===== config.mk =====
export PLATFORM = sky130hd
export DESIGN_NAME = l1b_bellek
export DESIGN_NICKNAME = d
export VERILOG_FILES = /design/src/l1b_pkg.sv /design/src/l1b_bellek.sv
export VERILOG_INCLUDE_DIRS = /design/src /design/src/src
export SDC_FILE = /design/constraint.sdc
export NUM_CORES = 2
export LEC_CHECK = 0
export ABC_CLOCK_PERIOD_IN_PS = 12390
export CORE_ASPECT_RATIO = 0.6
export CORE_MARGIN = 4
export CORE_UTILIZATION = 60
export CTS_CLUSTER_DIAMETER = 40
export DETAILED_ROUTE_END_ITERATION = 8
export DONT_BUFFER_PORTS = 1
export GPL_ROUTABILITY_DRIVEN = 0
export PLACE_DENSITY = 0.77
export RECOVER_POWER = 100
export SETUP_SLACK_MARGIN = 0.02
export SLEW_MARGIN = 20
export SYNTH_ARGS = -nofsm -noshare
export SYNTH_HDL_FRONTEND = slang
export SYNTH_MEMORY_MAX_BITS = 65536
export SYNTH_SLANG_ARGS = --single-unit

===== constraint.sdc =====
create_clock -name clk_i -period 12.39 [get_ports clk_i]
set_input_delay 1.8585 -clock clk_i [delete_from_list [all_inputs] [get_ports clk_i]]
set_output_delay 1.8585 -clock clk_i [all_outputs]
set_load 0.05 [all_outputs]

===== src/l1b_params.svh =====
`ifndef L1B_PARAMS_SVH
`define L1B_PARAMS_SVH

// Adres ve veri genislikleri
`define ADRES_BIT           32
`define VERI_BIT            32

// Blok dort kelime
`define L1_BLOK_BIT         128
`define BLOK_KELIME         4

// Adres alanlari: etiket | satir | bayt
`define ADRES_BYTE_BIT      4
`define ADRES_SATIR_BIT     4
`define ADRES_ETIKET_BIT    24

// Onbellek duzeni
`define L1B_SATIR           16
`define L1B_YOL             2

`endif


===== src/l1b_pkg.sv =====
`include "l1b_params.svh"

package l1b_pkg;

    // Adresin alan gorunumu
    typedef struct packed {
        logic [`ADRES_ETIKET_BIT-1:0] etiket;
        logic [`ADRES_SATIR_BIT-1:0]  satir;
        logic [`ADRES_BYTE_BIT-1:0]   bayt;
    } adres_alan_t;

    // Yolda duz, arama sirasinda alanlara ayrilmis okunur
    typedef union packed {
        logic [`ADRES_BIT-1:0] duz;
        adres_alan_t           alan;
    } adres_t;

    typedef struct packed {
        logic [`ADRES_ETIKET_BIT-1:0] etiket;
        logic [`L1_BLOK_BIT-1:0]      blok;
    } yol_t;

    typedef struct packed {
        logic                        gecerli;
        logic [`ADRES_SATIR_BIT-1:0] satir;
        logic [`L1B_YOL-1:0]         yaz;
        yol_t [`L1B_YOL-1:0]         yol;
    } bellek_istek_t;

    typedef struct packed {
        yol_t [`L1B_YOL-1:0] yol;
    } bellek_yanit_t;

    typedef struct packed {
        adres_t adres;
    } vy_istek_t;

endpackage


===== src/l1b_bellek.sv =====
`timescale 1ns/1ns

`include "l1b_params.svh"

module l1b_bellek (
    input  logic                   clk_i,
    input  logic                   rstn_i,
    input  l1b_pkg::bellek_istek_t istek_i,
    output l1b_pkg::bellek_yanit_t yanit_o
);
    import l1b_pkg::*;

    // Her yol ayri bir blok RAM
    for (genvar y = 0; y < `L1B_YOL; y++) begin : g_yol
        logic [`ADRES_ETIKET_BIT-1:0] etiket_mem [`L1B_SATIR];
        logic [`L1_BLOK_BIT-1:0]      blok_mem [`L1B_SATIR];
        yol_t                         okunan_r;

        always_ff @(posedge clk_i) begin
            if (istek_i.yaz[y]) begin
                etiket_mem[istek_i.satir] <= istek_i.yol[y].etiket;
                blok_mem[istek_i.satir]   <= istek_i.yol[y].blok;
            end
            if (istek_i.gecerli) begin
                okunan_r.etiket <= etiket_mem[istek_i.satir];
                okunan_r.blok   <= blok_mem[istek_i.satir];
            end
        end

        assign yanit_o.yol[y] = okunan_r;
    end

    // Denetleyici okuma ile yazmayi ayni cevrime koymaz
    a_oku_yaz_ayri: assert property (@(posedge clk_i) disable iff (!rstn_i)
        !(istek_i.gecerli && |istek_i.yaz));

endmodule


==> metrics.md <==
| Metric | Value |
|---|---|
| Die height | `444.2 microns` |
| Die area | `326600 sq um` |
| Drt pass-1 iters | `6` |
| Avg Inst Size Synth | `24.54 sq um` |
| Worst Path Required | `around 13 ns` |
| DRT iter0 DRCs | `13680` |
| Growth of design area from synthesis to finish | `10.38%` |
| Worst reg2reg path depth | `3` |
| Post-Syn Nets | `slightly above 8000` |
| CTS resizes | `0` |
| Seq/Total Area, Yosys | `between 80% and 90%` |
| R2R setup slack | `10.65 ns` |
| LEAKAGE | `approximately 0.065 uW` |
| Reg power frac | `~57%` |
| Hold Crit Class | `reg2reg` |
| Vias in the first global route | `between 90000 and 100k` |
| # IOs | `between 600 and 700` |
| CTS tree | `done` |
| Initial core utilization | `60.54%` |
| Clk_lat worst skew | `0.95 ns` |
| Int Pwr | `27890 uW` |
| DR vias | `between 80000 and 90000` |
| Top cells by count, synth | `5168 x edfxtp_1, 1216 x mux4_2, 608 x a22oi_1` |
| Hold slack | `between 0.7 and 0.8 ns` |
| Layout cells sized above 1 | `23.52%` |
| Cell Pwr Density | `169.0 nW/um^2` |
| WS Path Type | `in2reg` |
| Setup violators final | `0` |
| Die W | `735.1 microns` |
| Htree depth | `5` |
| Root Driver | `clkbuf_16` |
| Failing checks | `max-capacitance violations, max-slew violations` |
| Critical Path Fanout Max | `46` |
| Clock edge transition at the registers on the reported setup and hold paths | `0.07 ns` |
| GRT Util Overall | `29.25%` |
| Post-CTS Setup Repair Bufs | `0` |
| Vias per Instance | `roughly 7.1` |
| Sw power | `7613 uW` |
| Worst Clk Skew | `roughly 0.065 ns` |
| Top-count cell post-synth | `edfxtp_1` |
| Largest net degree at the start of global routing | `305` |
| CP Capture Type | `flop` |
| Peak supply drop | `between 0.15 and 0.2 mV` |
| Post-synth EDFFs | `5168` |
| Final Max Tran Viols | `3199` |
| Global route overflow | `0` |
| Slew HR | `-293.2%` |
| R2r startpoint | `g_yol[0].etiket_mem[1][9]$_DFFE_PP_` |
| Final Cell Area | `210100 sq um` |
| Final hold violations | `0` |
| Final HPWL DP | `around 220 mm` |
| Synth top area share | `81.55%` |
| Fmax | `105.7 MHz` |
| Number of port buffers | `0` |
| Std cell rows | `~160` |
| Outcome | `finished, violations left` |
| Hold endpoint | `yanit_o[193]$_DFFE_PP_` |
| Clk pwr share | `39.4%` |
| Hold Crit Depth | `3` |
| Area after DPL | `196000 sq um` |
| RSZ-0062 raised after global routing | `false` |
| Layout filler cell count | `18220` |
| Antenna violations before repair | `10` |
| Longest Clk Path Bufs | `4` |
| Async SR Flop Fraction | `0%` |
| Yosys top cell by area | `edfxtp_1` |
| Crit path cell chain | `nor2b_1 -> clkbuf_1 -> clkbuf_1 -> a22oi_1 -> nand2_1` |
| Synth area leaders | `edfxtp_1 82%, mux4_2 14%, a22oi_1 2.4%` |
| Max incr delay on CP | `2.88 ns` |
| Final worst path period need | `9.463 ns` |
| Crit path top cell by count | `clkbuf_1` |
| Post-Synthesis Cells | `between 7000 and 8000` |
| Seq cells post-synth | `slightly above 5000` |
| Layout net count | `around 8300` |
| Synth Flop Type | `edfxtp_1` |
| Core box area | `314300 sq um` |
| Hold path start | `g_yol[1].blok_mem[14][41]$_DFFE_PP_` |
| Clk sinks | `5168` |
| Slowest library cell on the worst path | `clkbuf_1` |
| First-pass GRT wire length | `roughly 700 mm` |
| Critical Path Source Type | `input port` |
| Setup total negative slack | `0 ns` |
| Yosys Warn Count | `0` |
| Least-Margin Pin Slew | `5.898 ns` |
| DRT Wirelength | `475.0 mm` |
| Post-synth cell types | `17` |
| Sw Share | `21.44%` |
| Final worst slack | `2.927 ns` |
| WL per Instance | `38.00 microns` |
| Crit path DAT | `10.22 ns` |
| Pre-CTS WS | `4.885 ns` |
| Max Cap Violations | `84` |
| Residual DRC | `0` |
| Final ANT Viol Nets | `0` |
| Final period util | `76.38%` |
| Mapped cell area | `around 190000 sq um` |
| Combinational share of power | `~3.6%` |
| Reg2reg end | `yanit_o[137]$_DFFE_PP_` |
| Hold_buf cts | `0` |
| CTS buffer count | `455` |
==> per-stage QoR <==
stage / std cells / util (%) / total power, uW
floorplan: 7755 / - / 21410
global placement: 11660 / 62.25 / 21770
detailed placement: 11670 / 62.34 / 21820
CTS: 12490 / 66.95 / 35640
global route: 12500 / 66.83 / 36580
finish: 12500 / 66.83 / 35510
==> logic make-up after synthesis <==
logic type	share of synthesized area [%]
compound gates	2.398
flops	81.55
buf+inv	0.9494
mux	14.39
simple gates	0.7160
==> placed cells by master (no fill, tap or decap), drive strengths merged <==
cell type,n
edfxtp,5168
mux4,1216
a22oi,608
clkbuf,607
nand2,307
clkinv,196
buf,75
bufinv,37
nor2,33
inv,26
clkinvlp,21
diode,7
nor2b,3
nand3,2
nand3b,2
or3b,2
nand2b,2
and2,1
or2,1
==> critical path, delay by kind of cell <==
kind | cells | cell delay (ns)
compound gates | 1 | 0.44
buf+inv | 2 | 5.48
simple gates | 2 | 2.29
==> worst max path at each step <==
| stage | start | endpoint | depth (start not counted) |
|---|---|---|---|
| after floorplan | istek_i[307] | g_yol[0].blok_mem[0][0]$_DFFE_PP_ | 5 |
| after global placement | istek_i[306] | g_yol[0].blok_mem[11][60]$_DFFE_PP_ | 7 |
| after detailed placement | istek_i[306] | g_yol[0].blok_mem[11][60]$_DFFE_PP_ | 7 |
| after CTS | istek_i[306] | g_yol[0].blok_mem[11][69]$_DFFE_PP_ | 7 |
| after global routing | istek_i[306] | g_yol[0].blok_mem[14][68]$_DFFE_PP_ | 10 |
| final | istek_i[309] | yanit_o[243]$_DFFE_PP_ | 5 |
==> per-layer routing <==
layer / GRT usage [%] / up-vias / wire length, microns
met3: 6.093 / 1022 / 56960
met5: 0 / - / 0
li1: - / 33870 / -
met4: 10.66 / 0 / 19550
met1: 41.79 / 47130 / 167700
met2: 45.78 / 6956 / 230800
==> registers in the layout (all words and copies together), names as in the netlist <==
register,count
yanit_o,304
g_yol.etiket_mem,768
g_yol.blok_mem,4096
==> power groups by stage <==
stage | Combinational, uW | Sequential, uW | Clock [uW]
after floorplan | 913 | 20500 | 0
after global placement | 1240 | 20500 | 0
after detailed placement | 1250 | 20600 | 0
after CTS | 1290 | 20200 | 14100
after global routing | 1350 | 20200 | 15000
final | 1290 | 20200 | 14000
==> final cells by class <==
class / count / area, sq um / share of cell area [%]
clock inverters: 280 / 2706 / 1.288
clock buffers: 537 / 11780 / 5.607
repair buffers: 145 / 1743 / 0.8297
diodes: 7 / 17.52 / 0.008339
multi-input cells: 2177 / 33400 / 15.90
flip-flops and latches: 5168 / 155200 / 73.87
well taps: 4186 / 5238 / 2.493
Power figures use the tool's default switching activity.
