===== config.mk =====
export PLATFORM = sky130hd
export DESIGN_NAME = l1b_denetleyici
export DESIGN_NICKNAME = d
export VERILOG_FILES = /design/src/l1b_pkg.sv /design/src/l1b_denetleyici.sv
export VERILOG_INCLUDE_DIRS = /design/src /design/src/src
export SDC_FILE = /design/constraint.sdc
export NUM_CORES = 1
export LEC_CHECK = 0
export BUFFER_PORTS_ARGS = -buffer_cell sky130_fd_sc_hd__buf_4
export CAP_MARGIN = 30
export CELL_PAD_IN_SITES_DETAIL_PLACEMENT = 0
export CELL_PAD_IN_SITES_GLOBAL_PLACEMENT = 2
export CORE_AREA = 2 2 332 334
export CTS_BUF_LIST = sky130_fd_sc_hd__clkbuf_16
export DETAILED_ROUTE_END_ITERATION = 10
export DIE_AREA = 0 0 334 336
export GPL_TIMING_DRIVEN = 0
export PLACE_DENSITY_LB_ADDON = 0.08
export SLEW_MARGIN = 15
export SYNTH_ARGS = -nofsm -noshare
export SYNTH_HDL_FRONTEND = slang
export SYNTH_SLANG_ARGS = --single-unit

===== constraint.sdc =====
create_clock -name clk_i -period 6.5 [get_ports clk_i]
set_input_delay 1.95 -clock clk_i [delete_from_list [all_inputs] [get_ports clk_i]]
set_output_delay 1.95 -clock clk_i [all_outputs]
set_load 0.01 [all_outputs]

===== src/l1b_params.svh =====
`ifndef L1B_PARAMS_SVH
`define L1B_PARAMS_SVH

// Adres ve veri genislikleri
`define ADRES_BIT           32
`define VERI_BIT            32

// Blok dort kelime
`define L1_BLOK_BIT         128
`define BLOK_KELIME         4

// Adres alanlari: etiket | satir | bayt
`define ADRES_BYTE_BIT      4
`define ADRES_SATIR_BIT     4
`define ADRES_ETIKET_BIT    24

// Onbellek duzeni
`define L1B_SATIR           16
`define L1B_YOL             2

`endif


===== src/l1b_pkg.sv =====
`include "l1b_params.svh"

package l1b_pkg;

    // Adresin alan gorunumu
    typedef struct packed {
        logic [`ADRES_ETIKET_BIT-1:0] etiket;
        logic [`ADRES_SATIR_BIT-1:0]  satir;
        logic [`ADRES_BYTE_BIT-1:0]   bayt;
    } adres_alan_t;

    // Yolda duz, arama sirasinda alanlara ayrilmis okunur
    typedef union packed {
        logic [`ADRES_BIT-1:0] duz;
        adres_alan_t           alan;
    } adres_t;

    typedef struct packed {
        logic [`ADRES_ETIKET_BIT-1:0] etiket;
        logic [`L1_BLOK_BIT-1:0]      blok;
    } yol_t;

    typedef struct packed {
        logic                        gecerli;
        logic [`ADRES_SATIR_BIT-1:0] satir;
        logic [`L1B_YOL-1:0]         yaz;
        yol_t [`L1B_YOL-1:0]         yol;
    } bellek_istek_t;

    typedef struct packed {
        yol_t [`L1B_YOL-1:0] yol;
    } bellek_yanit_t;

    typedef struct packed {
        adres_t adres;
    } vy_istek_t;

endpackage


===== src/l1b_denetleyici.sv =====
`timescale 1ns/1ns

`include "l1b_params.svh"

module l1b_denetleyici (
    input  logic                    clk_i,
    input  logic                    rstn_i,

    input  l1b_pkg::adres_t         port_istek_adres_i,
    input  logic                    port_istek_gecerli_i,
    output logic                    port_istek_hazir_o,

    output logic [`VERI_BIT-1:0]    port_veri_o,
    output logic                    port_veri_gecerli_o,
    input  logic                    port_veri_hazir_i,

    output l1b_pkg::bellek_istek_t  bellek_istek_o,
    input  l1b_pkg::bellek_yanit_t  bellek_yanit_i,

    output l1b_pkg::vy_istek_t      vy_istek_o,
    output logic                    vy_istek_gecerli_o,
    input  logic                    vy_istek_hazir_i,

    input  logic [`L1_BLOK_BIT-1:0] vy_veri_i,
    input  logic                    vy_veri_gecerli_i,
    output logic                    vy_veri_hazir_o
);
    import l1b_pkg::*;

    localparam int YOL_IDX_BIT    = $clog2(`L1B_YOL);
    localparam int KELIME_IDX_BIT = $clog2(`BLOK_KELIME);

    typedef enum logic [1:0] {BOSTA, VY_ISTEK, VY_BEKLE, VY_YAZ} durum_t;

    durum_t                     durum_r;
    durum_t                     durum_ns;
    adres_t                     son_adres_r;
    adres_t                     son_adres_ns;
    logic                       son_gecerli_r;
    logic                       son_gecerli_ns;
    logic                       tut_gecerli_r;
    logic                       tut_gecerli_ns;
    logic [`VERI_BIT-1:0]       tut_veri_r;
    logic [`VERI_BIT-1:0]       tut_veri_ns;
    logic [YOL_IDX_BIT-1:0]     hedef_yol_r;
    logic [YOL_IDX_BIT-1:0]     hedef_yol_ns;
    logic                       vy_istek_gecerli_r;
    logic                       vy_istek_gecerli_ns;
    logic                       vy_veri_hazir_r;
    logic                       vy_veri_hazir_ns;
    logic [`L1B_YOL-1:0]        satir_gecerli_r [`L1B_SATIR];
    logic [YOL_IDX_BIT-1:0]     kurban_r;

    logic [`L1B_YOL-1:0]        acik_gecerli;
    logic                       isabet;
    logic [YOL_IDX_BIT-1:0]     isabet_yol;
    logic [YOL_IDX_BIT-1:0]     bos_yol;
    logic [KELIME_IDX_BIT-1:0]  kelime_idx;
    logic [`VERI_BIT-1:0]       isabet_veri;
    logic                       dolum_bitti;

    assign vy_istek_gecerli_o = vy_istek_gecerli_r;
    assign vy_veri_hazir_o    = vy_veri_hazir_r;
    assign vy_istek_o.adres.duz = {son_adres_r.duz[`ADRES_BIT-1:`ADRES_BYTE_BIT],
                                   {`ADRES_BYTE_BIT{1'b0}}};

    assign acik_gecerli = satir_gecerli_r[son_adres_r.alan.satir];
    assign kelime_idx   = son_adres_r.alan.bayt[`ADRES_BYTE_BIT-1 -: KELIME_IDX_BIT];
    assign isabet_veri  = bellek_yanit_i.yol[isabet_yol].blok[kelime_idx * `VERI_BIT +: `VERI_BIT];
    assign dolum_bitti  = (durum_r == VY_BEKLE) && vy_veri_hazir_r && vy_veri_gecerli_i;

    // Etiket karsilastirma ve kurban secimi
    always_comb begin
        isabet     = 1'b0;
        isabet_yol = '0;
        bos_yol    = kurban_r;
        for (int y = `L1B_YOL - 1; y >= 0; y--) begin
            if (acik_gecerli[y] && bellek_yanit_i.yol[y].etiket == son_adres_r.alan.etiket) begin
                isabet     = 1'b1;
                isabet_yol = YOL_IDX_BIT'(y);
            end
            // En dusuk numarali gecersiz yol kazanir
            if (!acik_gecerli[y]) begin
                bos_yol = YOL_IDX_BIT'(y);
            end
        end
    end

    always_comb begin
        durum_ns            = durum_r;
        son_adres_ns        = son_adres_r;
        son_gecerli_ns      = 1'b0;
        tut_gecerli_ns      = tut_gecerli_r;
        tut_veri_ns         = tut_veri_r;
        hedef_yol_ns        = hedef_yol_r;
        vy_istek_gecerli_ns = vy_istek_gecerli_r;
        vy_veri_hazir_ns    = vy_veri_hazir_r;
        port_istek_hazir_o  = 1'b0;
        port_veri_o         = tut_veri_r;
        port_veri_gecerli_o = tut_gecerli_r;
        bellek_istek_o.gecerli = 1'b0;
        bellek_istek_o.satir   = son_adres_r.alan.satir;
        bellek_istek_o.yaz     = '0;
        for (int y = 0; y < `L1B_YOL; y++) begin
            bellek_istek_o.yol[y].etiket = son_adres_r.alan.etiket;
            bellek_istek_o.yol[y].blok   = vy_veri_i;
        end

        case (durum_r)
            BOSTA: begin
                if (tut_gecerli_r) begin
                    if (port_veri_hazir_i) begin
                        tut_gecerli_ns     = 1'b0;
                        port_istek_hazir_o = 1'b1;
                    end
                end else if (son_gecerli_r && !isabet) begin
                    hedef_yol_ns        = bos_yol;
                    vy_istek_gecerli_ns = 1'b1;
                    durum_ns            = VY_ISTEK;
                end else if (son_gecerli_r) begin
                    port_veri_o         = isabet_veri;
                    port_veri_gecerli_o = 1'b1;
                    if (port_veri_hazir_i) begin
                        port_istek_hazir_o = 1'b1;
                    end else begin
                        tut_gecerli_ns = 1'b1;
                        tut_veri_ns    = isabet_veri;
                    end
                end else begin
                    port_istek_hazir_o = 1'b1;
                end
                // Yeni istek ayni cevrimde bellege gider
                if (port_istek_hazir_o && port_istek_gecerli_i) begin
                    bellek_istek_o.gecerli = 1'b1;
                    bellek_istek_o.satir   = port_istek_adres_i.alan.satir;
                    son_adres_ns           = port_istek_adres_i;
                    son_gecerli_ns         = 1'b1;
                end
            end
            VY_ISTEK: begin
                if (vy_istek_hazir_i) begin
                    vy_istek_gecerli_ns = 1'b0;
                    vy_veri_hazir_ns    = 1'b1;
                    durum_ns            = VY_BEKLE;
                end
            end
            VY_BEKLE: begin
                if (dolum_bitti) begin
                    bellek_istek_o.yaz[hedef_yol_r] = 1'b1;
                    vy_veri_hazir_ns = 1'b0;
                    durum_ns         = VY_YAZ;
                end
            end
            default: begin
                // Satiri yeniden oku, isabet yolu yaniti verir
                bellek_istek_o.gecerli = 1'b1;
                son_gecerli_ns         = 1'b1;
                durum_ns               = BOSTA;
            end
        endcase
    end

    always_ff @(posedge clk_i) begin
        if (!rstn_i) begin
            durum_r            <= BOSTA;
            son_gecerli_r      <= 1'b0;
            tut_gecerli_r      <= 1'b0;
            vy_istek_gecerli_r <= 1'b0;
            vy_veri_hazir_r    <= 1'b0;
            kurban_r           <= '0;
            for (int s = 0; s < `L1B_SATIR; s++) begin
                satir_gecerli_r[s] <= '0;
            end
        end else begin
            durum_r            <= durum_ns;
            son_gecerli_r      <= son_gecerli_ns;
            tut_gecerli_r      <= tut_gecerli_ns;
            vy_istek_gecerli_r <= vy_istek_gecerli_ns;
            vy_veri_hazir_r    <= vy_veri_hazir_ns;
            if (dolum_bitti) begin
                satir_gecerli_r[son_adres_r.alan.satir][hedef_yol_r] <= 1'b1;
                kurban_r <= kurban_r + 1'b1;
            end
        end
    end

    always_ff @(posedge clk_i) begin
        son_adres_r <= son_adres_ns;
        tut_veri_r  <= tut_veri_ns;
        hedef_yol_r <= hedef_yol_ns;
    end

    a_vy_istek_kararli: assert property (@(posedge clk_i) disable iff (!rstn_i)
        vy_istek_gecerli_o && !vy_istek_hazir_i |=> vy_istek_gecerli_o && $stable(vy_istek_o));

    a_tek_yol_yaz: assert property (@(posedge clk_i) disable iff (!rstn_i)
        $onehot0(bellek_istek_o.yaz));

endmodule


==> out/metrics.yaml <==
yosys:
  synth-main-ff-cell: "edfxtp_1"
  ys_warn_count: 0
  syn_area_sq_um: 9544
  ys_seq_area_frac: 0.2884
  avgSynthCellArea_sq_um: 11.40
  synthCells: 837
  async_flop_share: 0
  synth_edf_count: 63
  ys_types: 43
  synth-seq-cells: 106
die:
  start_util: 0.08805
  dieArea_sq_um: 112200
  fp.dieH_um: 336
  rows: 121
  die_x_um: 334
  ios: 849
  core_area_sq_um: 108400
clock_tree:
  cts_max_level: 3
  cts_tree: "yes"
  insertion_delay_ns: 0.40
  cts_made_buffers: 9
  cts_buffer_depth: 2
  holdBufCountCts: 0
  cts_sinks: 106
  cts-root-buf: "clkbuf_16"
  cts.clk_slew.worst_paths_ns: 0.10
place:
  post-dp-hpwl_um: 52490
  dp.cells: 2975
  gp_congestion: 0.7608
  place_area_sq_um: 16790
  io_buffer_count: 713
cells_and_area:
  fillers: 12240
  area_delta_synth_final_pct: 86.47
  drive_gt1_frac: 0.7938
  final_common_cell: "buf_4"
  fin_util: 0.1642
  final_cell_mix: "buf_4, mux4_2, mux2_4, edfxtp_1, buf_6"
  final_nets: 2069
  stdcell_area_sq_um: 17800
  layoutNonFillerInstCount: 3023
critical_path:
  cp-end-kind: "output pin"
  slowest_stage: "nor4_4"
  r2r_end: "son_gecerli_r"
  critPathLaunchType: "input port"
  reg2reg_depth: 12
  path_common_cell: "buf_6"
  critPathMaxFanout: 7
  worstPathArrival_ns: 4.45
  max_stage_delay_ns: 0.33
  reg2reg_slack_ns: 3.15
  crit_type: "input port to output pin"
  crit_chain: "buf_6, xor2_4, nor4_4, nand4_1, nor4_4, buf_6, buf_6, nand2b_4, buf_12, clkbuf_16, mux2_4, mux2_4, buf_6"
  required_ns: 4.55
detailed_routing:
  wl_um: 60450
  ant_nets: 0
  drt_iter0_drc: 209
  vias: 8693
  wl_per_cell_um: 20.00
  drcViolationCount: 0
  post_drt_via_cell_ratio: 2.876
  first_pass_iters: 4
sta:
  fin_crit_ns: 6.401
  rsz0062_at_grt: "yes"
  maxSlewViolCount: 0
  relSlewSlack: 0.3494
  hold_viol_final: 0
  max_freq_mhz: 156.2
  finClkSkew_ns: 0.01508
  setup_violations: 0
  tightest_slew_ns: 0.9670
  post-route-period-util: 0.9848
power_and_ir_drop:
  p_leak_nw: 8.053
  power.density_nw_per_um2: 142.9
  finalPower_w: 0.002544
  peakVddDrop_v: 0.0001352
global_route:
  antenna_found_initial: 14
  grt-ovfl-total: 0
  grt_pass1_vias: 9046
  grt_max_degree: 22
  grt_pass1_wl_um: 77310
  grtUsageTotal: 0.1005
worst_hold_path:
  hold_end: "satir_gecerli_r[2][1]"
  whs_path_depth: 1
  hold_path.class: "register to register"
  hold_path_startpoint: "satir_gecerli_r[2][1]"
status:
  status: "finished clean"
job:
  maxCapViolations: 0
synth_stat cells (8+ instances only):
cell / n / area [sq um]
buf_4: 337 / 2530
mux4_2: 72 / 1622
edfxtp_1: 63 / 1892
mux2_4: 60 / 900.9
dfxtp_1: 43 / 860.8
nor2_1: 30 / 112.6
o21a_1: 26 / 195.2
xnor2_1: 25 / 219.0
xor2_1: 24 / 210.2
clkbuf_1: 21 / 78.83
nand2_1: 19 / 71.32
nor2b_1: 15 / 93.84
mux2_2: 12 / 135.1
nor4_1: 10 / 62.56
a21oi_1: 9 / 45.04
nand3_1: 9 / 45.04
buf_6: 8 / 90.09
kinds of logic (layout without fill, tap and decap cells):
| logic type | after synthesis | after routing | share of synthesized area |
|---|---|---|---|
| buffers and inverters | 376 | 1136 | 0.2870 |
| AND/OR/NAND/NOR | 107 | 107 | 0.05913 |
| XOR/XNOR | 49 | 49 | 0.04497 |
| multiplexers | 145 | 145 | 0.2795 |
| AO/OA/AOI/OAI | 49 | 49 | 0.03540 |
| adder cells (fa/ha/maj) | 4 | 4 | 0.005244 |
| flip-flops | 106 | 106 | 0.2884 |
| other | 1 | 13 | 0.0003929 |
flip-flops by register name, summed over array words and instances (netlist names), named ones only:
| signal | count |
|---|---|
| durum_r | 2 |
| hedef_yol_r | 1 |
| kurban_r | 1 |
| satir_gecerli_r | 32 |
| son_adres_r | 30 |
| son_gecerli_r | 1 |
| tut_gecerli_r | 1 |
| tut_veri_r | 32 |
| vy_istek_gecerli_o | 1 |
| vy_veri_hazir_o | 1 |
per-layer routing:
| metal | vias up | track usage | routed length [um] |
|---|---|---|---|
| li1 | 4146 | - | - |
| met3 | 25 | 0.04896 | 5620 |
| met4 | 8 | 0.01361 | 399 |
| met1 | 4134 | 0.1021 | 21860 |
| met2 | 380 | 0.1878 | 32520 |
| met5 | - | 0.008085 | 51 |
final cells by class:
cell class | instances | area [sq um] | area share
inverter | 6 | 22.52 | 0.001265
multi-input combinational | 358 | 4213 | 0.2367
tap | 1414 | 1769 | 0.09941
buffer | 370 | 2795 | 0.1571
antenna | 9 | 22.52 | 0.001265
clock buffer | 9 | 225.2 | 0.01265
sequential | 106 | 2753 | 0.1547
timing repair buffer | 744 | 5917 | 0.3325
clock inverter | 7 | 80.08 | 0.004499
how the worst max path moves through the flow:
stage / startpoint / end / slack, ns
2_1_floorplan: bellek_yanit_i[303] / bellek_istek_o[306] / 0.46
3_3_place_gp: bellek_yanit_i[299] / tut_veri_r[15] / -1.68
3_5_place_dp: bellek_yanit_i[299] / bellek_istek_o[306] / -0.92
4_1_cts: bellek_yanit_i[300] / port_veri_o[21] / -0.02
5_1_grt: bellek_yanit_i[299] / port_veri_o[24] / -0.08
6_report: bellek_yanit_i[302] / port_veri_o[22] / 0.1
critical path: cells and delay by family:
kind          cells  cell delay (ns)
xor+xnor          1             0.18
buf+inv           6             0.82
mux               2             0.58
simple gates      4             0.90
power breakdown:
group          leakage [nW]  total (W)  internal [W]  switching, W
combinational          6.97    0.00110      0.000675      0.000427
clock                 0.146   0.000633      0.000278      0.000355
sequential            0.932   0.000809      0.000754     0.0000546
through the flow:
step | hold WS [ns] | worst slack [ns] | TNS (ns)
after floorplan | 0.4351 | 0.4553 | 0
after global placement | 0.4457 | -1.680 | -76.53
after detailed placement | 0.4499 | -0.9231 | -22.03
after CTS | 0.4760 | -0.01774 | -0.05000
after global routing | 0.4948 | -0.07607 | -1.467
final | 0.4697 | 0.09905 | 0
what timing repair did:
| action | CTS | global route |
|---|---|---|
| endpoints found under the setup margin | 37 | 36 |
| setup buffers | 6 | 7 |
| pin swaps | 6 | 8 |
| cloned | 1 | 6 |
| gates resized for setup | 20 | 57 |
Power figures use the tool's default switching activity.
