**src/l1b_params.svh**
```systemverilog
`ifndef L1B_PARAMS_SVH
`define L1B_PARAMS_SVH

// Adres ve veri genislikleri
`define ADRES_BIT           32
`define VERI_BIT            32

// Blok dort kelime
`define L1_BLOK_BIT         128
`define BLOK_KELIME         4

// Adres alanlari: etiket | satir | bayt
`define ADRES_BYTE_BIT      4
`define ADRES_SATIR_BIT     4
`define ADRES_ETIKET_BIT    24

// Onbellek duzeni
`define L1B_SATIR           16
`define L1B_YOL             2

`endif

```
**src/l1b_pkg.sv**
```systemverilog
`include "l1b_params.svh"

package l1b_pkg;

    // Adresin alan gorunumu
    typedef struct packed {
        logic [`ADRES_ETIKET_BIT-1:0] etiket;
        logic [`ADRES_SATIR_BIT-1:0]  satir;
        logic [`ADRES_BYTE_BIT-1:0]   bayt;
    } adres_alan_t;

    // Yolda duz, arama sirasinda alanlara ayrilmis okunur
    typedef union packed {
        logic [`ADRES_BIT-1:0] duz;
        adres_alan_t           alan;
    } adres_t;

    typedef struct packed {
        logic [`ADRES_ETIKET_BIT-1:0] etiket;
        logic [`L1_BLOK_BIT-1:0]      blok;
    } yol_t;

    typedef struct packed {
        logic                        gecerli;
        logic [`ADRES_SATIR_BIT-1:0] satir;
        logic [`L1B_YOL-1:0]         yaz;
        yol_t [`L1B_YOL-1:0]         yol;
    } bellek_istek_t;

    typedef struct packed {
        yol_t [`L1B_YOL-1:0] yol;
    } bellek_yanit_t;

    typedef struct packed {
        adres_t adres;
    } vy_istek_t;

endpackage

```
**src/veri_yolu_denetleyici.sv**
```systemverilog
`timescale 1ns/1ns

`include "l1b_params.svh"

module veri_yolu_denetleyici (
    input  logic                    clk_i,
    input  logic                    rstn_i,

    input  l1b_pkg::vy_istek_t      vy_istek_i,
    input  logic                    vy_istek_gecerli_i,
    output logic                    vy_istek_hazir_o,

    output logic [`L1_BLOK_BIT-1:0] vy_veri_o,
    output logic                    vy_veri_gecerli_o,
    input  logic                    vy_veri_hazir_i,

    output logic                    bellek_req_o,
    input  logic                    bellek_ack_i,
    output l1b_pkg::adres_t         bellek_adres_o,
    input  logic [`VERI_BIT-1:0]    bellek_veri_i
);
    import l1b_pkg::*;

    localparam int KELIME_IDX_BIT = $clog2(`BLOK_KELIME);

    typedef enum logic [1:0] {BOSTA, ISTEK, BIRAK, SUN} durum_t;

    durum_t                    durum_r;
    logic [KELIME_IDX_BIT-1:0] kelime_r;
    logic                      req_r;
    adres_t                    blok_adres_r;
    logic [`L1_BLOK_BIT-1:0]   blok_r;

    assign vy_istek_hazir_o  = (durum_r == BOSTA);
    assign vy_veri_gecerli_o = (durum_r == SUN);
    assign vy_veri_o         = blok_r;
    assign bellek_req_o      = req_r;
    assign bellek_adres_o.duz = {blok_adres_r.duz[`ADRES_BIT-1:`ADRES_BYTE_BIT], kelime_r,
                                 {(`ADRES_BYTE_BIT - KELIME_IDX_BIT){1'b0}}};

    // Dort fazli el sikisma, blok basina dort kelime
    always_ff @(posedge clk_i) begin
        if (!rstn_i) begin
            durum_r  <= BOSTA;
            kelime_r <= '0;
            req_r    <= 1'b0;
        end else begin
            case (durum_r)
                BOSTA: begin
                    if (vy_istek_gecerli_i) begin
                        kelime_r <= '0;
                        req_r    <= 1'b1;
                        durum_r  <= ISTEK;
                    end
                end
                ISTEK: begin
                    if (bellek_ack_i) begin
                        req_r   <= 1'b0;
                        durum_r <= BIRAK;
                    end
                end
                BIRAK: begin
                    // ack dusmeden yeni req yok
                    if (!bellek_ack_i) begin
                        if (kelime_r == KELIME_IDX_BIT'(`BLOK_KELIME - 1)) begin
                            durum_r <= SUN;
                        end else begin
                            kelime_r <= kelime_r + 1'b1;
                            req_r    <= 1'b1;
                            durum_r  <= ISTEK;
                        end
                    end
                end
                default: begin
                    if (vy_veri_hazir_i) begin
                        durum_r <= BOSTA;
                    end
                end
            endcase
        end
    end

    // Kelime k, blogun 32k bitine kayar
    always_ff @(posedge clk_i) begin
        if (durum_r == BOSTA && vy_istek_gecerli_i) begin
            blok_adres_r <= vy_istek_i.adres;
        end
        if (durum_r == ISTEK && bellek_ack_i) begin
            blok_r <= {bellek_veri_i, blok_r[`L1_BLOK_BIT-1:`VERI_BIT]};
        end
    end

    a_req_ack_dusuk: assert property (@(posedge clk_i) disable iff (!rstn_i)
        $rose(bellek_req_o) |-> !$past(bellek_ack_i));

endmodule

```
**config.mk**
```make
export PLATFORM = sky130hd
export DESIGN_NAME = veri_yolu_denetleyici
export DESIGN_NICKNAME = d
export VERILOG_FILES = /design/src/l1b_pkg.sv /design/src/veri_yolu_denetleyici.sv
export VERILOG_INCLUDE_DIRS = /design/src /design/src/src
export SDC_FILE = /design/constraint.sdc
export NUM_CORES = 1
export LEC_CHECK = 0
export ABC_AREA = 1
export BUFFER_PORTS_ARGS = -buffer_cell sky130_fd_sc_hd__buf_2
export CAP_MARGIN = 20
export CORE_MARGIN = 1
export CORE_UTILIZATION = 50
export CTS_BUF_LIST = sky130_fd_sc_hd__clkbuf_4 sky130_fd_sc_hd__clkbuf_8 sky130_fd_sc_hd__clkbuf_16
export DETAILED_ROUTE_END_ITERATION = 10
export PLACE_DENSITY = 0.84
export SYNTH_ARGS = -nofsm -noshare
export SYNTH_HDL_FRONTEND = slang
export SYNTH_SLANG_ARGS = --single-unit
```
**constraint.sdc**
```tcl
create_clock -name clk_i -period 7.61 [get_ports clk_i]
set_clock_uncertainty 0.05 [all_clocks]
set_input_delay 0.3805 -clock clk_i [delete_from_list [all_inputs] [get_ports clk_i]]
set_output_delay 0.3805 -clock clk_i [all_outputs]
set_load 0.005 [all_outputs]
```
==> summary.md, run 1 <==
| Metric | Value |
|---|---|
| Status | `completed` |
| CTS Root Cell | `clkbuf_8` |
| RSZ-0062 raised after global routing | `false` |
| Antenna diode count | `0` |
| Seq cells post-synth | `161` |
| Post-CTS setup buffer count | `0` |
| Largest net degree at the start of global routing | `84` |
| Worst skew pair latency | `0.51 ns` |
| Syn Inst Count | `228` |
| Layout cells sized above 1 | `48.4%` |
| Leak | `0.00316 uW` |
| Flop-to-flop setup slack | `5.00 ns` |
| Final WL | `11900 um` |
| Vias in the first global route | `3203` |
| Drt initial violations | `117` |
| Final-stage net count | `610` |
| Post-synthesis sequential area ratio | `93.0%` |
| Core area | `9860 um^2` |
| Global-route wire length before repair | `16500 um` |
| Num ports | `232` |
| Yosys cell types | `16` |
| Final hold vios | `0` |
| Fin crit period | `2.61 ns` |
| Power Density | `321 nW/um^2` |
| Commonest cells after routing, fill and taps aside | `buf_2, edfxtp_1, dlygate4sd3_1, clkbuf_16, nand2_1` |
| Detailed-route wire length per cell | `17.5 um` |
| Period Utilization, post-route | `34.3%` |
| H-tree Lvls | `4` |
| Initial core utilization | `52.2%` |
| Post-cts sizing count | `0` |
| Syn avg cell area | `22.6 um^2` |
| Initial antenna violation count | `0` |
| Gpl congestion | `0.804` |
| Startpoint types | `register` |
| Peak VDD IR | `0.000231 V` |
| Die area | `10700 um^2` |
| Overall routing resource usage | `22.2%` |
| Max-Cap Viols | `0` |
| PortBufs | `225` |
| Finished Layout Cells | `679` |
| Clock slew at reported path FFs | `0.06 ns` |
| Die W | `103 um` |
| CTS buffer count | `17` |
| Rel. slew slack | `33.0%` |
| Endpoints failing setup | `0` |
| Remaining Overflow, GRT | `0` |
| CTS Sinks | `161` |
| Power Total | `2450 uW` |
| Setup TNS | `0 ns` |
| Inst Count DP | `586` |
| Row count | `36` |
| Vias per std cell | `4.72` |
| Slew Viols, Final | `0` |
| Clk buf depth | `2` |
| Area grow syn2layout | `48.4%` |
| Chip height | `103 um` |
| Yosys synthesis warning count | `0` |
| Hold_buf cts | `60` |
| CTS tree | `done` |
| DR pass1 iterations | `4` |
| DRC viols | `0` |
| Path type of the worst min-delay path | `in -> reg` |
| Netlist Area Pre-Place | `5150 um^2` |
| Vias | `3203` |
| WHS | `0.0789 ns` |
| Most common cell after layout, fill and taps aside | `buf_2` |
| CP Class | `reg -> reg` |
| Largest fanout on the critical path | `83` |
| WP data arrival | `2.69 ns` |
| Data required, critical path | `7.70 ns` |
| DRT antenna net count | `0` |
| DP HPWL | `7260 um` |
| Worst Tran Pin Value | `1.00 ns` |
| Crit. End Element | `register` |
| FMAX | `383 MHz` |
-- per-stage QoR --
step / cell area (um^2) / setup slack [ns] / utilization (%)
6_report: 7640 / 5.00 / 77.4
5_1_grt: 7640 / 4.83 / 77.4
4_1_cts: 7610 / 5.01 / 77.2
3_5_place_dp: 6440 / 5.01 / 65.3
3_3_place_gp: 6440 / 5.13 / 65.3
2_1_floorplan: 5150 / 3.93 / -
-- state kept, by name, indices dropped and copies added, names as in the netlist --
register	flops
kelime_r	2
durum_r	2
vy_veri_o	128
blok_adres_r	28
bellek_req_o	1
-- area by class of cell --
cell class | count | area [um^2]
flip-flops and latches | 161 | 4780
fillers | 552 | 2220
repair buffers | 287 | 1760
clock buffers | 19 | 429
multi-input cells | 54 | 307
well taps | 133 | 166
clock inverters | 13 | 144
inverters | 12 | 47.5
-- power by group --
group | switching, uW | internal, uW | total (uW) | leakage, uW
combinational | 221 | 166 | 387 | 0.00140
sequential | 68.4 | 1180 | 1250 | 0.00148
clock | 314 | 501 | 815 | 0.000285
total | 604 | 1850 | 2450 | 0.00316
-- kinds of logic (layout without fill, tap and decap cells) --
family                     count (synthesis)  count (layout)  share of synthesized area [%]
AOI/OAI and AO/OA                          5               5                          0.583
adders and majority gates                  8               8                           1.94
buffers and inverters                     14             331                           1.17
DFF                                      161             161                           93.0
other                                      1               2                         0.0729
and+or+nand+nor                           39              39                           3.28
-- worst max-delay path, stage by stage, from the launching register on --
cell     delay (ns)
dfxtp_1        0.39
inv_1          0.14
ha_1           0.21
nand2_1        0.10
inv_4          0.41
buf_4          0.84
-- routing by layer --
layer  track usage (%)  part of all wire [%]  vias up
li1                  -                     -     1466
met1              22.3                    34     1559
met5                 0                     0        -
met3              7.66                   7.2       28
met4              11.2                   2.3        0
met2              40.6                    56      150
-- cell usage after synthesis --
master / instances / share of area (%)
conb_1: 1 / 0.073
o21bai_1: 2 / 0.29
nand2_1: 15 / 1.1
nor2_2: 1 / 0.12
nand3_1: 4 / 0.39
edfxtp_1: 156 / 91
buf_4: 2 / 0.29
a21oi_1: 2 / 0.19
inv_1: 12 / 0.87
nand4_1: 1 / 0.12
ha_1: 8 / 1.9
dfxtp_1: 5 / 1.9
or2_4: 1 / 0.17
o21ai_0: 1 / 0.097
nand2_2: 3 / 0.36
nor2_1: 14 / 1.0
-- final timing paths --
kind	startpoint	to	cells past startpoint
worst max register to register	durum_r[1]	vy_veri_o[127]	5
worst min-delay path	rstn_i	bellek_req_o	3
worst min register to register	vy_veri_o[107]	vy_veri_o[75]	0
worst max-delay path	durum_r[1]	vy_veri_o[127]	5
No activity file was read; power rests on OpenSTA's default activity.
==> run 2: changes to the inputs <==
--- a/config.mk
+++ b/config.mk
@@ -6,14 +6,14 @@
 export SDC_FILE = /design/constraint.sdc
 export NUM_CORES = 1
 export LEC_CHECK = 0
-export ABC_AREA = 1
+export ABC_AREA = 0
 export BUFFER_PORTS_ARGS = -buffer_cell sky130_fd_sc_hd__buf_2
 export CAP_MARGIN = 20
 export CORE_MARGIN = 1
-export CORE_UTILIZATION = 50
+export CORE_UTILIZATION = 42
 export CTS_BUF_LIST = sky130_fd_sc_hd__clkbuf_4 sky130_fd_sc_hd__clkbuf_8 sky130_fd_sc_hd__clkbuf_16
 export DETAILED_ROUTE_END_ITERATION = 10
-export PLACE_DENSITY = 0.84
+export PLACE_DENSITY = 0.76
 export SYNTH_ARGS = -nofsm -noshare
 export SYNTH_HDL_FRONTEND = slang
 export SYNTH_SLANG_ARGS = --single-unit
==> constraint.sdc (replaced) <==
create_clock -name clk_i -period 2.2 [get_ports clk_i]
set_clock_uncertainty 0.05 [all_clocks]
set_input_delay 0.11 -clock clk_i [delete_from_list [all_inputs] [get_ports clk_i]]
set_output_delay 0.11 -clock clk_i [all_outputs]
set_load 0.005 [all_outputs]
==> run 2 against run 1 <==
Effect of this change:
- register-to-register slack got worse by 4.7 ns
- worst setup slack got worse by 4.7 ns
- maximum frequency increased by 40%
- non-clock buffer count increased by 2
- highest routed layer unchanged
- total power increased to 3.3 times the previous value
- sequential power increased to 3.3 times the previous value
- area after synthesis decreased by 0.49%
- final cell count decreased by 1.9%
- global-route usage decreased by 4.4 points
- routed wire length decreased by 8.4%
==> summary.md, run 2 <==
| Metric | Value |
|---|---|
| Clock power share | `33.7% (was 33.3%)` |
| Peak VDD IR | `0.000537 V (was 0.000231 V)` |
| Vias per std cell | `4.66 (was 4.72)` |
| Switching Share | `24.6% (was 24.7%)` |
| Initial core utilization | `43.9% (was 52.2%)` |
| WP data arrival | `2.13 ns (was 2.69 ns)` |
| Clk buf depth | `2 (unchanged)` |
| Ys flop type | `edfxtp_1 (unchanged)` |
| Layout cells sized above 1 | `50.5% (was 48.4%)` |
| Detailed-route wire length per cell | `16.4 um (was 17.5 um)` |
| Power Total | `8040 uW (was 2450 uW)` |
| Largest fanout on the critical path | `7 (was 83)` |
| Slack of the critical path | `0.340 ns (was 5.00 ns)` |
| Hold_buf cts | `61 (was 60)` |
| Part of the power in registers | `52.0% (was 50.9%)` |
| Final WL | `10900 um (was 11900 um)` |
| Path type of the worst min-delay path | `in -> reg (unchanged)` |
| Top-area cell type share of the netlist area | `91.5% (was 91.0%)` |
| Netlist Area Pre-Place | `5120 um^2 (was 5150 um^2)` |
| Final hold vios | `0 (unchanged)` |
| CP Class | `reg -> reg (unchanged)` |
| Row count | `39 (was 36)` |
| Seq cells post-synth | `161 (unchanged)` |
| Initial antenna violation count | `0 (unchanged)` |
| Hold Startpoint | `bellek_ack_i (was rstn_i)` |
| Die area | `12600 um^2 (was 10700 um^2)` |
| DRT antenna net count | `0 (unchanged)` |
| Startpoint types | `register (unchanged)` |
| Dpl ws | `0.396 ns (was 5.01 ns)` |
| Leak | `0.00305 uW (was 0.00316 uW)` |
| EDFF count, synth | `156 (unchanged)` |
| Crit. End Element | `register (unchanged)` |
| Max-Cap Viols | `0 (unchanged)` |
| Commonest cells after routing, fill and taps aside | `buf_2, edfxtp_1, dlygate4sd3_1, clkbuf_16, ha_1 (was buf_2, edfxtp_1, dlygate4sd3_1, clkbuf_16, nand2_1)` |
| Power Density | `1050 nW/um^2 (was 321 nW/um^2)` |
| Num ports | `232 (unchanged)` |
| CTS tree | `done (unchanged)` |
| Syn Inst Count | `203 (was 228)` |
| Period Utilization, post-route | `84.6% (was 34.3%)` |
| Die W | `112 um (was 103 um)` |
| Antenna diode count | `0 (unchanged)` |
| Yosys cell types | `27 (was 16)` |
| Global-route wire length before repair | `16400 um (was 16500 um)` |
| Slew Viols, Final | `0 (unchanged)` |
| Flop-to-flop setup slack | `0.34 ns (was 5.00 ns)` |
| Largest net degree at the start of global routing | `84 (unchanged)` |
| Yosys synthesis warning count | `0 (unchanged)` |
| CTS Root Cell | `clkbuf_16 (was clkbuf_8)` |
| Final core occ | `65.4% (was 77.4%)` |
| Top cells by area, synth | `edfxtp_1, dfxtp_1, ha_1 (unchanged)` |
| Core area | `11700 um^2 (was 9860 um^2)` |
| DRC viols | `0 (unchanged)` |
| DP HPWL | `7130 um (was 7260 um)` |
| Clock slew at reported path FFs | `0.06 ns (about the same)` |
| Drt initial violations | `275 (was 117)` |
| Most common cell in the netlist | `edfxtp_1 (unchanged)` |
| Max reg flops | `128 (unchanged)` |
| Overall routing resource usage | `17.8% (was 22.2%)` |
| Async set-reset flop share out of synthesis | `0% (unchanged)` |
| Remaining Overflow, GRT | `0 (unchanged)` |
| Setup TNS | `0 ns (unchanged)` |
| DR pass1 iterations | `4 (unchanged)` |
| Hold worst-path end | `kelime_r[0] (was bellek_req_o)` |
| Post-synthesis sequential area ratio | `93.4% (was 93.0%)` |
| FMAX | `538 MHz (was 383 MHz)` |
| Data required, critical path | `2.47 ns (was 7.70 ns)` |
| Post-route cell area | `7630 um^2 (was 7640 um^2)` |
| Gpl congestion | `0.861 (was 0.804)` |
| RSZ-0062 raised after global routing | `false (unchanged)` |
| H-tree Lvls | `4 (unchanged)` |
| Most common cell after layout, fill and taps aside | `buf_2 (unchanged)` |
| Chip height | `112 um (was 103 um)` |
| Worst skew pair latency | `0.42 ns (was 0.51 ns)` |
| Worst Reg-to-Reg Cells | `5 (unchanged)` |
| CTS Sinks | `161 (unchanged)` |
| Vias in the first global route | `3155 (was 3203)` |
| PortBufs | `225 (unchanged)` |
| Commonest cells in the netlist | `edfxtp_1, ha_1, dfxtp_1, nand2_1 (was edfxtp_1, nand2_1, nor2_1)` |
| Post-cts sizing count | `0 (unchanged)` |
| Post-CTS setup buffer count | `0 (unchanged)` |
| Area grow syn2layout | `48.9% (was 48.4%)` |
| RR Startpoint | `durum_r[0] (was durum_r[1])` |
| Reg2reg end | `durum_r[1] (was vy_veri_o[127])` |
| Area leader, netlist | `edfxtp_1 (unchanged)` |
| Final-stage net count | `587 (was 610)` |
| Area after DPL | `6470 um^2 (was 6440 um^2)` |
| Comb power frac | `14.3% (was 15.8%)` |
| Fin crit period | `1.86 ns (was 2.61 ns)` |
| CTS buffer count | `17 (unchanged)` |
| Endpoints failing setup | `0 (unchanged)` |
| P_int | `6070 uW (was 1850 uW)` |
| Syn avg cell area | `25.2 um^2 (was 22.6 um^2)` |
| Vias | `3103 (was 3203)` |
| Status | `completed (unchanged)` |
| Sw power | `1970 uW (was 604 uW)` |
| Hold path depth | `4 (was 3)` |
[run 2: changes by cell type after synthesis, moves of 2 or more]
| cell | previous run | this run |
|---|---|---|
| and2_1 | 0 | 2 |
| inv_1 | 12 | 2 |
| nand2_1 | 15 | 5 |
| nand2_2 | 3 | 0 |
| nand3_1 | 4 | 1 |
| nor2_1 | 14 | 1 |
| o21bai_1 | 2 | 0 |
| o22ai_1 | 0 | 2 |
| or3_1 | 0 | 2 |
[run 2: worst max-delay path by stage]
stage	end	start	cells past startpoint	slack, ns
3_3_place_gp	vy_veri_o[15]	durum_r[1]	4	0.51
5_1_grt	durum_r[0]	durum_r[0]	5	0.30
4_1_cts	durum_r[1]	durum_r[0]	5	0.38
2_1_floorplan	vy_veri_o[0]	durum_r[1]	3	0.09
6_report	durum_r[1]	durum_r[0]	5	0.34
3_5_place_dp	durum_r[1]	durum_r[0]	5	0.40
[run 2: layout make-up]
type / count / area, um^2
Clock buffer: 18 / 433
Clock inverter: 14 / 118
Fill cell: 786 / 4040
Inverter: 3 / 11.3
Multi-Input combinational cell: 38 / 318
Sequential cell: 161 / 4780
Tap cell: 143 / 179
Timing Repair Buffer: 289 / 1780
[run 2: power by group through the flow]
stage	combinational [uW]	clock [uW]	sequential (uW)
2_1_floorplan	371	0	4290
3_3_place_gp	1030	0	4220
3_5_place_dp	1070	0	4250
4_1_cts	1150	2770	4190
5_1_grt	1250	2890	4240
6_report	1150	2710	4180
[run 2: metal layers]
metal	global-route usage (%)	wire length, um
met4	8.89	287
met2	30.7	5790
met3	7.24	812
met5	0	0
met1	19.0	4020
[run 2: kinds of logic (layout without fill, tap and decap cells)]
family	count (synthesis)	in the layout	share of synthesized area [%]
muxes	2	2	0.635
buffers and inverters	5	324	0.513
AOI/OAI and AO/OA	9	9	1.37
adders and majority gates	8	8	1.95
and+or+nand+nor	17	17	2.05
other	1	2	0.0732
DFF	161	161	93.4
[run 2: stage by stage]
step / hold slack, ns / std cells
2_1_floorplan: 0.159 / 204
3_3_place_gp: 0.237 / 573
3_5_place_dp: 0.238 / 573
4_1_cts: 0.0827 / 666
5_1_grt: 0.126 / 666
6_report: 0.115 / 666
[run 2: critical path, cell delays in order (launching register included)]
cell,delay [ns]
dfxtp_1,0.47
inv_1,0.15
ha_1,0.31
or3_1,0.44
a41o_1,0.28
o41ai_2,0.06
